--- src/csr_pkg.sv ---
`default_nettype none

package csr_pkg;

    localparam int xlen = 32;

    // machine-mode csr addresses
    localparam logic [11:0] addr_mvendorid = 12'hF11;
    localparam logic [11:0] addr_marchid   = 12'hF12;
    localparam logic [11:0] addr_mimpid    = 12'hF13;
    localparam logic [11:0] addr_mhartid   = 12'hF14;
    localparam logic [11:0] addr_mstatus   = 12'h300;
    localparam logic [11:0] addr_misa      = 12'h301;
    localparam logic [11:0] addr_mtvec     = 12'h305;
    localparam logic [11:0] addr_mepc      = 12'h341;
    localparam logic [11:0] addr_mcause    = 12'h342;

    // identity values, ascii tags
    localparam logic [xlen-1:0] mvendorid_value = 32'h4353_5256;  // "CSRV"
    localparam logic [xlen-1:0] marchid_value   = 32'h5233_3249;  // "R32I"
    localparam logic [xlen-1:0] mimpid_value    = 32'h0000_0102;  // impl rev 1.2
    localparam logic [xlen-1:0] mhartid_value   = 32'h0000_0000;  // single hart

    // mpp fixed at machine mode
    localparam logic [xlen-1:0] mstatus_value = 32'h0000_1800;
    // mxl = 1, base isa i
    localparam logic [xlen-1:0] misa_value    = 32'h4000_0100;

    localparam logic [xlen-1:0] mtvec_reset = 32'h0000_1000;

    // low two bits of funct3
    typedef enum logic [1:0] {
        csr_rw = 2'd1,
        csr_rs = 2'd2,
        csr_rc = 2'd3
    } csr_op_e;

    typedef enum logic [2:0] {
        op_idle,    // waiting for op_valid
        op_wait,    // port requested, no grant yet
        op_read,    // address held through the stall
        op_write,   // one-cycle write pulse
        op_finish   // port released, op_done
    } op_state_e;

    typedef enum logic [2:0] {
        trap_idle,
        trap_wait,      // port requested
        trap_wr_epc,    // mepc write pulse
        trap_gap,       // write enable low so the next pulse has an edge
        trap_wr_cause,  // mcause write pulse
        trap_rd_vec,    // mtvec read through the stall
        trap_finish     // redirect pulse
    } trap_state_e;

endpackage

`default_nettype wire

--- src/csr_file.sv ---
`default_nettype none

module csr_file import csr_pkg::*; (
    input  logic            clk,
    input  logic            reset,
    input  logic            csr_write_enable,
    input  logic [11:0]     csr_read_address,
    input  logic [11:0]     csr_write_address,
    input  logic [xlen-1:0] csr_write_data,
    output logic [xlen-1:0] csr_read_out,
    output logic            csr_ready,
    output logic            csr_valid
);

    logic [xlen-1:0] mtvec;
    logic [xlen-1:0] mepc;
    logic [xlen-1:0] mcause;

    logic [xlen-1:0] read_data;         // decoded value, before the register
    logic            csr_processing;    // high in the second cycle of a read
    logic            write_enable_q;    // last cycle's write enable
    logic            write_edge;

    assign write_edge = csr_write_enable && !write_enable_q;

    // read decode
    always_comb begin
        csr_valid = 1'b1;
        case (csr_read_address)
            addr_mvendorid: read_data = mvendorid_value;
            addr_marchid:   read_data = marchid_value;
            addr_mimpid:    read_data = mimpid_value;
            addr_mhartid:   read_data = mhartid_value;
            addr_mstatus:   read_data = mstatus_value;
            addr_misa:      read_data = misa_value;
            addr_mtvec:     read_data = mtvec;
            addr_mepc:      read_data = mepc;
            addr_mcause:    read_data = mcause;
            default: begin
                read_data = '0;     // unknown reads as zero
                csr_valid = 1'b0;   // and never stalls
            end
        endcase
    end

    // stall for the first cycle of a known read only
    assign csr_ready = !(csr_valid && !csr_processing);

    always_ff @(posedge clk or posedge reset) begin
        if (reset) begin
            csr_processing <= 1'b0;
            csr_read_out   <= '0;
            write_enable_q <= 1'b0;
        end else begin
            write_enable_q <= csr_write_enable;
            if (csr_valid && !csr_processing) begin
                csr_processing <= 1'b1;
                csr_read_out   <= read_data;    // visible once ready is back
            end else if (csr_processing) begin
                csr_processing <= 1'b0;
                csr_read_out   <= read_data;
            end
        end
    end

    // writable registers, rising edge of write enable only
    always_ff @(posedge clk or posedge reset) begin
        if (reset) begin
            mtvec  <= mtvec_reset;
            mepc   <= '0;
            mcause <= '0;
        end else if (write_edge) begin
            case (csr_write_address)
                addr_mtvec:  mtvec  <= csr_write_data;
                addr_mepc:   mepc   <= csr_write_data;
                addr_mcause: mcause <= csr_write_data;
                default: ;  // read-only or unknown, dropped
            endcase
        end
    end

endmodule

`default_nettype wire

--- src/csr_op_unit.sv ---
`default_nettype none

module csr_op_unit import csr_pkg::*; (
    input  logic            clk,
    input  logic            reset,
    input  logic            op_valid,
    input  csr_op_e         op_code,
    input  logic [11:0]     op_addr,
    input  logic [xlen-1:0] op_operand,
    output logic            op_busy,
    output logic            op_done,
    output logic [xlen-1:0] op_result,
    output logic            op_illegal,
    output logic            port_req,
    input  logic            port_gnt,
    output logic [11:0]     rd_addr,
    output logic [11:0]     wr_addr,
    output logic [xlen-1:0] wr_data,
    output logic            wr_en,
    input  logic [xlen-1:0] csr_read_out,
    input  logic            csr_ready,
    input  logic            csr_valid
);

    op_state_e       state;
    csr_op_e         code_q;
    logic [11:0]     addr_q;
    logic [xlen-1:0] operand_q;
    logic [xlen-1:0] wdata_q;
    logic [xlen-1:0] new_value;
    logic            read_only;
    logic            will_write;
    logic            illegal_now;
    logic            read_done;

    // bits 11:10 both set marks a read-only csr
    assign read_only   = (addr_q[11:10] == 2'b11);
    assign will_write  = (code_q == csr_rw) || (operand_q != '0);
    assign illegal_now = !csr_valid || (read_only && will_write);
    assign read_done   = (state == op_read) && csr_ready;

    always_comb begin
        case (code_q)
            csr_rs:  new_value = csr_read_out | operand_q;
            csr_rc:  new_value = csr_read_out & ~operand_q;
            default: new_value = operand_q;   // csrrw
        endcase
    end

    always_ff @(posedge clk or posedge reset) begin
        if (reset) begin
            state      <= op_idle;
            op_illegal <= 1'b0;
        end else begin
            case (state)
                op_idle: if (op_valid) begin
                    state      <= op_wait;
                    op_illegal <= 1'b0;
                end
                op_wait: if (port_gnt) state <= op_read;
                op_read: if (csr_ready) begin
                    if (illegal_now) begin
                        op_illegal <= 1'b1;
                        state      <= op_finish;    // skip the write
                    end else if (will_write) begin
                        state <= op_write;
                    end else begin
                        state <= op_finish;
                    end
                end
                op_write:  state <= op_finish;
                op_finish: state <= op_idle;
                default:   state <= op_idle;
            endcase
        end
    end

    always_ff @(posedge clk) begin
        if (state == op_idle && op_valid) begin
            code_q    <= op_code;
            addr_q    <= op_addr;
            operand_q <= op_operand;
        end
        if (read_done) begin
            op_result <= illegal_now ? '0 : csr_read_out;   // old value
            wdata_q   <= new_value;
        end
    end

    assign op_busy  = (state != op_idle);
    assign op_done  = (state == op_finish);
    assign port_req = (state == op_wait) || (state == op_read) || (state == op_write);
    assign rd_addr  = (state == op_read) ? addr_q : 12'h000;   // 0 decodes as unknown
    assign wr_addr  = addr_q;
    assign wr_data  = wdata_q;
    assign wr_en    = (state == op_write);

endmodule

`default_nettype wire

--- src/trap_unit.sv ---
`default_nettype none

module trap_unit import csr_pkg::*; (
    input  logic            clk,
    input  logic            reset,
    input  logic            trap,
    input  logic [xlen-1:0] trap_pc,
    input  logic [xlen-1:0] trap_cause,
    output logic            trap_busy,
    output logic            trap_redirect,
    output logic [xlen-1:0] trap_target,
    output logic            port_req,
    input  logic            port_gnt,
    output logic [11:0]     rd_addr,
    output logic [11:0]     wr_addr,
    output logic [xlen-1:0] wr_data,
    output logic            wr_en,
    input  logic [xlen-1:0] csr_read_out,
    input  logic            csr_ready
);

    trap_state_e     state;
    logic [xlen-1:0] pc_q;
    logic [xlen-1:0] cause_q;
    logic            cause_phase;

    assign cause_phase = (state == trap_wr_cause);

    always_ff @(posedge clk or posedge reset) begin
        if (reset) begin
            state <= trap_idle;
        end else begin
            case (state)
                trap_idle:     if (trap) state <= trap_wait;
                trap_wait:     if (port_gnt) state <= trap_wr_epc;
                trap_wr_epc:   state <= trap_gap;
                trap_gap:      state <= trap_wr_cause;
                trap_wr_cause: state <= trap_rd_vec;
                trap_rd_vec:   if (csr_ready) state <= trap_finish;  // past the stall
                trap_finish:   state <= trap_idle;
                default:       state <= trap_idle;
            endcase
        end
    end

    always_ff @(posedge clk) begin
        if (state == trap_idle && trap) begin
            pc_q    <= trap_pc;
            cause_q <= trap_cause;
        end
        if (state == trap_rd_vec && csr_ready) begin
            trap_target <= csr_read_out;
        end
    end

    assign trap_busy     = (state != trap_idle);
    assign trap_redirect = (state == trap_finish);
    assign port_req      = trap_busy && (state != trap_finish);
    assign rd_addr       = (state == trap_rd_vec) ? addr_mtvec : 12'h000;
    assign wr_addr       = cause_phase ? addr_mcause : addr_mepc;
    assign wr_data       = cause_phase ? cause_q : pc_q;
    assign wr_en         = (state == trap_wr_epc) || cause_phase;

endmodule

`default_nettype wire

--- src/csr_port_arbiter.sv ---
`default_nettype none

module csr_port_arbiter import csr_pkg::*; (
    input  logic            clk,
    input  logic            reset,
    input  logic            trap_req,
    input  logic            op_req,
    input  logic [11:0]     trap_rd_addr,
    input  logic [11:0]     trap_wr_addr,
    input  logic [xlen-1:0] trap_wr_data,
    input  logic            trap_wr_en,
    input  logic [11:0]     op_rd_addr,
    input  logic [11:0]     op_wr_addr,
    input  logic [xlen-1:0] op_wr_data,
    input  logic            op_wr_en,
    output logic            trap_gnt,
    output logic            op_gnt,
    output logic [11:0]     csr_read_address,
    output logic [11:0]     csr_write_address,
    output logic [xlen-1:0] csr_write_data,
    output logic            csr_write_enable
);

    // owner register, held until the owner drops its request
    always_ff @(posedge clk or posedge reset) begin
        if (reset) begin
            trap_gnt <= 1'b0;
            op_gnt   <= 1'b0;
        end else if (trap_gnt) begin
            if (!trap_req) trap_gnt <= 1'b0;
        end else if (op_gnt) begin
            if (!op_req) op_gnt <= 1'b0;
        end else if (trap_req) begin
            trap_gnt <= 1'b1;   // trap wins a tie
        end else if (op_req) begin
            op_gnt <= 1'b1;
        end
    end

    always_comb begin
        if (trap_gnt) begin
            csr_read_address  = trap_rd_addr;
            csr_write_address = trap_wr_addr;
            csr_write_data    = trap_wr_data;
            csr_write_enable  = trap_wr_en;
        end else if (op_gnt) begin
            csr_read_address  = op_rd_addr;
            csr_write_address = op_wr_addr;
            csr_write_data    = op_wr_data;
            csr_write_enable  = op_wr_en;
        end else begin
            csr_read_address  = 12'h000;    // idle port, no stall
            csr_write_address = 12'h000;
            csr_write_data    = '0;
            csr_write_enable  = 1'b0;
        end
    end

endmodule

`default_nettype wire

--- src/csr_subsystem.sv ---
`default_nettype none

module csr_subsystem import csr_pkg::*; (
    input  logic            clk,
    input  logic            reset,
    input  logic            op_valid,
    input  csr_op_e         op_code,
    input  logic [11:0]     op_addr,
    input  logic [xlen-1:0] op_operand,
    output logic            op_busy,
    output logic            op_done,
    output logic [xlen-1:0] op_result,
    output logic            op_illegal,
    input  logic            trap,
    input  logic [xlen-1:0] trap_pc,
    input  logic [xlen-1:0] trap_cause,
    output logic            trap_busy,
    output logic            trap_redirect,
    output logic [xlen-1:0] trap_target
);

    // requester side
    logic            op_req, op_gnt, op_wr_en;
    logic [11:0]     op_rd_addr, op_wr_addr;
    logic [xlen-1:0] op_wr_data;
    logic            trap_req, trap_gnt, trap_wr_en;
    logic [11:0]     trap_rd_addr, trap_wr_addr;
    logic [xlen-1:0] trap_wr_data;

    // shared csr port
    logic [11:0]     csr_read_address, csr_write_address;
    logic [xlen-1:0] csr_write_data, csr_read_out;
    logic            csr_write_enable, csr_ready, csr_valid;

    csr_op_unit u_op (
        .clk, .reset,
        .op_valid, .op_code, .op_addr, .op_operand,
        .op_busy, .op_done, .op_result, .op_illegal,
        .port_req (op_req),
        .port_gnt (op_gnt),
        .rd_addr  (op_rd_addr),
        .wr_addr  (op_wr_addr),
        .wr_data  (op_wr_data),
        .wr_en    (op_wr_en),
        .csr_read_out, .csr_ready, .csr_valid
    );

    trap_unit u_trap (
        .clk, .reset,
        .trap, .trap_pc, .trap_cause,
        .trap_busy, .trap_redirect, .trap_target,
        .port_req (trap_req),
        .port_gnt (trap_gnt),
        .rd_addr  (trap_rd_addr),
        .wr_addr  (trap_wr_addr),
        .wr_data  (trap_wr_data),
        .wr_en    (trap_wr_en),
        .csr_read_out, .csr_ready
    );

    csr_port_arbiter u_arb (
        .clk, .reset,
        .trap_req, .op_req,
        .trap_rd_addr, .trap_wr_addr, .trap_wr_data, .trap_wr_en,
        .op_rd_addr, .op_wr_addr, .op_wr_data, .op_wr_en,
        .trap_gnt, .op_gnt,
        .csr_read_address, .csr_write_address, .csr_write_data, .csr_write_enable
    );

    csr_file u_csr (
        .clk, .reset,
        .csr_write_enable, .csr_read_address, .csr_write_address, .csr_write_data,
        .csr_read_out, .csr_ready, .csr_valid
    );

endmodule

`default_nettype wire

--- config.mk ---
export PLATFORM = sky130hd
export DESIGN_NAME = csr_subsystem
export DESIGN_NICKNAME = d
export VERILOG_FILES = /design/src/csr_pkg.sv /design/src/csr_file.sv /design/src/csr_op_unit.sv /design/src/trap_unit.sv /design/src/csr_port_arbiter.sv /design/src/csr_subsystem.sv
export SDC_FILE = /design/constraint.sdc
export NUM_CORES = 1
export LEC_CHECK = 0
export ABC_AREA = 1
export BUFFER_PORTS_ARGS = -buffer_cell sky130_fd_sc_hd__buf_2
export CORE_MARGIN = 2
export CORE_UTILIZATION = 35
export DETAILED_ROUTE_END_ITERATION = 6
export GPL_TIMING_DRIVEN = 0
export HOLD_SLACK_MARGIN = 0.02
export PLACE_DENSITY = 0.52
export SYNTH_ARGS = -nofsm -noshare
export SYNTH_HDL_FRONTEND = slang
export SYNTH_SLANG_ARGS = --single-unit
--- constraint.sdc ---
create_clock -name clk -period 6.2 [get_ports clk]
set_input_delay 0.62 -clock clk [delete_from_list [all_inputs] [get_ports clk]]
set_output_delay 0.62 -clock clk [all_outputs]
set_load 0.1 [all_outputs]
# Yosys cells after proc, flatten, opt, wreduce, memory -nomap -nowiden
# Cells that the tools add are included.
# totals
ff_bits	345
output_inout_bits	69
wordCells	125
inputBits	114
# op_classes
bitwise	3
mux	38
reduce_logical	31
n_eq_ne	34
# op_table
operator	count
$pmux W32 S8	1
$mux W32	5
$eq A12 B10 Y1 const B	8
$pmux W32 S2	1
$mux W12	5
$eq A12 B12 Y1 const B	4
$and A32 B32 Y32	1
$not A32 Y32	1
$or A32 B32 Y32	1
$reduce_bool A32 Y1	1
$mux W3	8
$pmux W3 S6	1
$mux W1	13
$eq A3 B2 Y1 const B	4
$eq A3 B3 Y1 const B	4
$pmux W3 S4	1
$mux W10	1
$reduce_or A9 Y1	1
$logic_and A1 B1 Y1	8
$ne A2 B2 Y1 const B	4
$eq A2 B2 Y1 const B	3
$eq A3 B1 Y1 const B	2
$logic_not A3 Y1	2
$ne A2 B1 Y1 const B	3
11 further kinds	23

# Longest topological paths before layout
# Gate-level depths: netlist of run 1.
# logic_depth
ltp_word	12
mapped_depth	17
depth_no_buf	16

# Cells and area by module
# Synthesis of run 1 repeated with hierarchy kept, for this count alone.
# hier_totals
hier_cells	1523
hier_area_um2	15273.4
# modules_own_cells
module	area_each_um2	cells_each	seq_area_each_um2	n_inst
csr_file	6212.2	709	3254.4	1
csr_op_unit	4508.1	361	3403.3	1
trap_unit	3728.6	258	2957.8	1
csr_port_arbiter	824.5	195	50.0	1

# Worst setup path before layout of run 1
# Ideal clock, no wire load.
# synth_timing
kind	reg-to-reg
from	register u_op.state[2]
to	register u_op.op_result[0], enable pin
path_stages_with_launch	16
period_less_slack_ns	4.827
t_required_ns	5.713
arrival_time_ns	4.340
path_slack_ns	1.373
setup_time_ns	0.487
cell_sequence	dfrtp_1 > inv_2 > nand2_2 > nor2_4 > buf_6 > nand2_1 > nand3_2 > nor2_1 > nand3_2 > nand2_1 > nor2_1 > nand3_2 > buf_6 > nand2_1 > inv_1 > nor2_1
# synth_between
elab_chain_len	10
# synth_lines
element	line	text
from (decl)	csr_op_unit.sv:25	op_state_e state;
from (signal assigned)	csr_op_unit.sv:52	state <= op_idle;
from (signal assigned)	csr_op_unit.sv:57	state <= op_wait;
from (signal assigned)	csr_op_unit.sv:60	op_wait: if (port_gnt) state <= op_read;
$eq A3 B2 Y1 (*)	csr_op_unit.sv:40, csr_op_unit.sv:93	
$mux W12	csr_op_unit.sv:93	assign rd_addr = (state == op_read) ? addr_q : 12'h000;
$mux W12	csr_port_arbiter.sv:46	end else if (op_gnt) begin
$mux W12	csr_port_arbiter.sv:41	if (trap_gnt) begin
$eq A12 B12 Y1 or $eq A12 B10 Y1 (tied branches)	csr_file.sv:29	case (csr_read_address)
$reduce_or A9 Y1 (no line)	n/a	
$mux W1	csr_file.sv:29	
$logic_and A1 B1 Y1	csr_file.sv:47	assign csr_ready = !(csr_valid && !csr_processing);
$logic_not A1 Y1	csr_file.sv:47	
$logic_and A1 B1 Y1 (*)	csr_op_unit.sv:40	assign read_done = (state == op_read) && csr_ready;
via u_op.read_done	csr_op_unit.sv:34	logic read_done;
to (signal assigned)	csr_op_unit.sv:85	op_result <= illegal_now ? '0 : csr_read_out;
to (decl)	csr_op_unit.sv:12	output logic [xlen-1:0] op_result,
# Mark *: on every way through the listed nets, which the timed path passes. The rest lies on a longest branch.
# A chain may end at the register's enable or synchronous reset.

# Worst setup path in the final report of run 1
# layout_timing
from	register u_op.state[2]
to	register u_op.op_result[5], enable pin
# Same word-level chain as after synthesis.

==> results by group, run 1 <==
Drt
  – ANT nets after route: 0
  – Number of detailed-route iterations in the first pass: 6
  – DRT iter0 DRCs: 839
  – Wire per inst: 21.48 um
  – Vias per Instance: 4.963
  – Routed via count: 9796
  – DRC: 0
  – DRT Wirelength: 42.40 mm

Power
  – Power Dens Cells: 469.9 nW/um^2
  – Clk network pwr share: 0.289
  – Leakage: 7.027 nW
  – Sw Pwr: 0.002944 W
  – Internal power: 0.004900 W
  – VDD IR max: 0.0001773 V
  – Comb pwr share: 0.290
  – Part of the power in registers: 0.420
  – Sw Ratio: 0.3753

STA
  – Setup slack after layout: 2.823 ns
  – Endpoints failing setup: 0
  – Hold Slack: 0.1514 ns
  – Final hold vios: 0
  – Post-layout min period: 3.377 ns
  – Slew Viols, Final: 0
  – RSZ-0062 raised after global routing: false
  – Peak Freq: 0.2962 GHz
  – Worst Skew: 0.01715 ns
  – Worst-Margin Slew: 1.053 ns
  – Worst slew margin: 0.2912
  – Final period utilization: 0.5446

Finish
  – ANT cells: 0
  – Share of cells above drive strength 1: 0.2109
  – P&R area growth vs syn: 21.93%
  – Final net count: 1538
  – Fillers: 3697

Floorplanning
  – Core area: 38650 sq um
  – I/O pins: 183
  – Die X: 201.8 um
  – Die Footprint: 40720 sq um
  – Std cell rows: 72
  – Initial Utilization: 0.3543
  – Die Y: 201.8 um

Placement
  – Routability cong.: 0.8327
  – Final HPWL DP: 29.53 mm
  – IO buf count: 182
  – Setup WS pre-CTS: 2.862 ns

Clock tree
  – CTS H-tree lvls: 2
  – CTS resizes: 0
  – CTS Hold Buffers Added: 0
  – Clock sink total: 345
  – Total CTS buffers: 40
  – Maximum root-to-sink buffer count: 3
  – Setup Fix Bufs, Post-CTS: 0
  – Clk root buf: clkbuf_16
  – TritonCTS clock tree: built
  – Clock Latency Late Sink: 0.56 ns
  – Clk slew on worst S/H paths: 0.06 ns

Worst setup path
  – Worst-path maximum fanout: 24
  – Critical setup path kind: flip-flop to flip-flop
  – Worst R2R End: u_op.op_result[5]
  – WP data arrival: 3.62 ns
  – CP startpoint kind: flip-flop
  – Flop-to-flop setup slack: 2.82 ns
  – CP required: 6.44 ns
  – Critical path endpoint category: flip-flop
  – R2R cell count: 16
  – Worst flop-to-flop path startpoint: u_op.state[2]

GRT
  – GRT Util Overall: 0.2092
  – Pin count of the biggest net entering global routing: 82
  – Vias in the first global route: 9899
  – Total grt overflow: 0
  – First-pass GRT wire length: 62.42 mm
  – Initial antenna violation count: 0

Logic synthesis
  – Post-Synthesis Cells: 1193
  – Synth cell count leaders: edfxtp_1, nand2_1, dfrtp_1, inv_1, nor2_1
  – Cell area after synthesis: 13690 sq um
  – Sequential area share after synthesis: 0.7059
  – Count leader, synth: edfxtp_1
  – Yosys warning count: 0
  – Yosys cell types: 40
  – Synth area leader: edfxtp_1
  – Synthesis-stage register bit count: 345
  – Yosys top cell area share: 0.4518
  – Area contributors post-synth: edfxtp_1, dfrtp_1, nand2_1
  – Post-synth ARST share: 0.4029
  – Average size of a mapped cell: 11.48 sq um
  – Commonest register cell after synthesis: edfxtp_1
  – Post-synth EDFFs: 206
  – Mapped Nets: 1307

Run
  – Max Cap Viol: 0

Worst hold path
  – Hold Path Class: input port to asynchronous set/reset pin

Run status
  – Outcome: finished clean
[how the worst max path moves through the flow]
stage	startpoint	end	slack, ns	depth (start not counted)
after floorplan	u_op.state[2]	u_op.op_result[0]	1.37	15
after global placement	u_op.state[2]	u_op.op_result[18]	-1.20	15
after detailed placement	u_op.state[2]	u_op.wr_data[5]	2.86	16
after CTS	u_op.state[2]	u_op.wr_data[27]	2.83	16
after global routing	u_op.state[2]	u_op.wr_data[8]	2.60	16
final	u_op.state[2]	u_op.op_result[5]	2.82	16
[power groups by stage]
stage / Clock, W / Combinational [W] / Sequential (W)
CTS: 0.00232 / 0.00230 / 0.00330
global placement: 0 / 0.00219 / 0.00338
floorplan: 0 / 0.00108 / 0.00380
global route: 0.00242 / 0.00246 / 0.00335
detailed placement: 0 / 0.00229 / 0.00334
finish: 0.00227 / 0.00228 / 0.00330
[through the flow]
stage	instance area (sq um)	power, W	util	std cells	TNS (ns)
6_report	16690	0.007844	0.4320	1974	0
5_1_grt	16690	0.008226	0.4320	1974	0
4_1_cts	16690	0.007918	0.4320	1974	0
3_5_place_dp	15430	0.005627	0.3993	1900	0
3_3_place_gp	15250	0.005575	0.3946	1893	-80.75
2_1_floorplan	13690	0.004877	-	1193	0
[logic make-up (layout without fill, tap and decap cells)]
family	after synthesis	count (layout)	share of synthesized area
simple gates	408	408	0.1274
flops	345	345	0.7059
buf+inv	192	455	0.05775
compound gates	248	248	0.1089
[layout by cell type (no fill, tap or decap), types with 11 or more instances in the layout]
cell | netlist | routed
a21oi_1 | 99 | 99
a221oi_1 | 36 | 36
buf_2 | 20 | 202
clkbuf_1 | 29 | 41
clkbuf_16 | 0 | 42
dfrtp_1 | 138 | 138
edfxtp_1 | 206 | 206
inv_1 | 128 | 127
nand2_1 | 201 | 201
nand3_1 | 47 | 47
nand4_1 | 18 | 18
nor2_1 | 111 | 107
o21ai_0 | 59 | 59
o21ai_1 | 17 | 17
o31ai_1 | 11 | 11
[layer usage]
metal,part of all wire,vias up,wire length (um),global-route usage
li1,-,4593,-,-
met2,0.48,309,20350,0.3445
met5,0,-,0,0
met1,0.43,4814,18020,0.2747
met3,0.062,80,2626,0.04095
met4,0.033,0,1403,0.07826
[critical path, cell delays in order (launching register included)]
cell	delay (ns)
dfrtp_1	0.41
inv_2	0.08
nand2_2	0.08
nor2_4	0.13
buf_6	0.15
nand2_1	0.10
nand2_1	0.12
nor2_2	0.07
nand2_2	0.22
nand2_1	0.13
nor2_1	0.14
nand3_2	0.15
buf_6	0.20
nand2_1	0.06
inv_1	0.13
nor2_4	0.60
buf_12	0.27
[layout make-up]
class / count / area (sq um) / share of cell area
flip-flops and latches: 345 / 9666 / 0.5790
multi-input cells: 656 / 3266 / 0.1956
clock buffers: 58 / 1151 / 0.06895
repair buffers: 189 / 1059 / 0.06340
well taps: 518 / 648.1 / 0.03882
inverters: 135 / 511.7 / 0.03065
plain buffers: 57 / 284.0 / 0.01701
clock inverters: 16 / 110.1 / 0.006595
No activity file was read; power rests on OpenSTA's default activity.
==> inputs of run 2 (changes only) <==
--- a/config.mk
+++ b/config.mk
@@ -12,7 +12,7 @@
 export DETAILED_ROUTE_END_ITERATION = 6
 export GPL_TIMING_DRIVEN = 0
 export HOLD_SLACK_MARGIN = 0.02
-export PLACE_DENSITY = 0.52
+export PLACE_DENSITY = 0.54
 export SYNTH_ARGS = -nofsm -noshare
 export SYNTH_HDL_FRONTEND = slang
 export SYNTH_SLANG_ARGS = --single-unit
==> constraint.sdc (replaced) <==
create_clock -name clk -period 3.1 [get_ports clk]
set_input_delay 0.31 -clock clk [delete_from_list [all_inputs] [get_ports clk]]
set_output_delay 0.31 -clock clk [all_outputs]
set_load 0.1 [all_outputs]
==> results by group, run 2 (synthesis gave the netlist of run 1 again) <==
Worst setup path
  – WP data arrival: 3.11 ns
  – Worst-path maximum fanout: 23
  – Critical path startpoint: u_arb.trap_gnt
  – CP startpoint kind: flip-flop
  – R2R cell count: 15
  – Critical path endpoint category: flip-flop
  – CP required: 3.35 ns
  – Worst flop-to-flop path startpoint: u_arb.trap_gnt
  – Critical setup path kind: flip-flop to flip-flop

Finish
  – Most frequent cells in the layout: edfxtp_1, buf_2, nand2_1
  – Fillers: 3601
  – Register area: 9666 sq um
  – ANT cells: 0
  – Final net count: 1658
  – Final core utilization: 0.4651
  – Fin cells: 2094
  – Multi-input gate area: 3291 sq um
  – P&R area growth vs syn: 31.29%
  – Commonest non-fill, non-tap cell in the layout: edfxtp_1
  – Share of cells above drive strength 1: 0.2005

Floorplanning
  – Die Footprint: 40720 sq um
  – Initial Utilization: 0.3543
  – Std cell rows: 72
  – Die Y: 201.8 um
  – I/O pins: 183
  – Core area: 38650 sq um
  – Die X: 201.8 um

Clock tree
  – TritonCTS clock tree: built
  – Clk slew on worst S/H paths: 0.06 ns
  – Total CTS buffers: 40
  – Clk root buf: clkbuf_16
  – Maximum root-to-sink buffer count: 3
  – Clock Latency Late Sink: 0.56 ns
  – Clock sink total: 345
  – CTS H-tree lvls: 2

Drt
  – DRC: 0
  – Number of detailed-route iterations in the first pass: 6
  – DRT Wirelength: 42.91 mm
  – Wire per inst: 20.49 um
  – Vias per Instance: 4.961
  – Routed via count: 10390
  – ANT nets after route: 0
  – DRT iter0 DRCs: 769

STA
  – Slew Viols, Final: 0
  – Post-layout min period: 2.852 ns
  – Worst Skew: 0.01927 ns
  – Endpoints failing setup: 0
  – Final period utilization: 0.9199
  – Final hold vios: 0
  – Worst slew margin: 0.3465
  – RSZ-0062 raised after global routing: false
  – Peak Freq: 0.3507 GHz
  – Setup TNS: 0 ns
  – Worst-Margin Slew: 0.9802 ns

Run
  – Max Cap Viol: 0

GRT
  – Vias in the first global route: 10590
  – Initial antenna violation count: 0
  – Pin count of the biggest net entering global routing: 43
  – Total grt overflow: 0
  – GRT Util Overall: 0.2116
  – First-pass GRT wire length: 64.14 mm

Placement
  – Routability cong.: 0.8926
  – Placed cells: 1902
  – Final HPWL DP: 29.48 mm
  – IO buf count: 182

Power
  – Sw Ratio: 0.3700
  – Comb pwr share: 0.298
  – Sw Pwr: 0.005908 W
  – VDD IR max: 0.0004052 V
  – Power Dens Cells: 888.3 nW/um^2
  – Internal power: 0.01006 W
  – Part of the power in registers: 0.412
  – Leakage: 7.563 nW
  – Clk network pwr share: 0.290

Worst hold path
  – Hold Path Origin: trap
  – Worst Hold Depth: 3
  – Hold Path Class: input port to flip-flop

Run status
  – Outcome: finished clean
run 2: cell count changes in the layout (fill, tap and decap cells not counted), moves of 4 or more:
cell           previous run  this run
dlygate4sd3_1             0       111
clkbuf_1                 41        49
clkinv_1                 10         3
buf_12                    6        10
buf_4                     4         8
run 2: routing by layer:
metal	GRT usage	routed length [um]	up-vias
li1	-	-	4827
met1	0.2854	18340	5104
met2	0.3472	20440	377
met3	0.03338	2750	80
met4	0.07668	1376	0
met5	0	0	-
run 2: critical path, cell delays in order (launching register included):
cell	delay [ns]
dfrtp_1	0.41
buf_2	0.20
nand3_1	0.21
nand2_1	0.14
nand2_1	0.15
nor2_4	0.07
nand2_4	0.14
nand2_1	0.10
nor2_1	0.14
nand3_2	0.12
buf_6	0.18
nand2_1	0.07
inv_1	0.14
nor2_4	0.13
buf_12	0.15
buf_12	0.19
run 2: what timing repair did:
action,in CTS,in global routing
hold buffers,111,0
hold endpoints to repair,128,0
gates cloned,0,1
setup endpoints to repair,88,96
buffers inserted,3,3
gates resized for setup,0,6
pin swaps,2,2
run 2: worst paths after layout:
kind,to,slack [ns]
min in group asynchronous,u_csr.csr_read_out[4],0.38
hold reg to reg,u_trap.trap_target[26],0.48
setup reg to reg,u_op.wr_data[31],0.25
setup / recovery,u_op.wr_data[31],0.25
max in group asynchronous,u_csr.mtvec[12],2.08
hold / removal,u_trap.state[0],0.11
run 2: metrics by stage:
step | hold WS [ns] | instance area [sq um] | power (W) | setup WS [ns]
CTS | 0.08823 | 17890 | 0.01601 | 0.09898
floorplan | 0.4089 | 13720 | 0.009736 | 0.06712
detailed placement | 0.4178 | 15470 | 0.01121 | -0.2492
global placement | 0.4632 | 15270 | 0.01105 | -1.249
global route | 0.1336 | 17980 | 0.01673 | 0.06481
finish | 0.1077 | 17980 | 0.01597 | 0.2483
run 2: cell type report:
class	instances	share of cell area
inverter	135	0.02861
tap	518	0.03605
clock buffer	63	0.06278
multi-input combinational	656	0.1831
sequential	345	0.5377
buffer	57	0.01580
clock inverter	11	0.007796
timing repair buffer	309	0.1282
run 2: power by group through the flow:
stage	Sequential, W	Combinational [W]	Clock, W
2_1_floorplan	0.00755	0.00218	0
4_1_cts	0.00658	0.00470	0.00473
3_3_place_gp	0.00669	0.00436	0
5_1_grt	0.00668	0.00514	0.00491
6_report	0.00658	0.00475	0.00463
3_5_place_dp	0.00666	0.00455	0
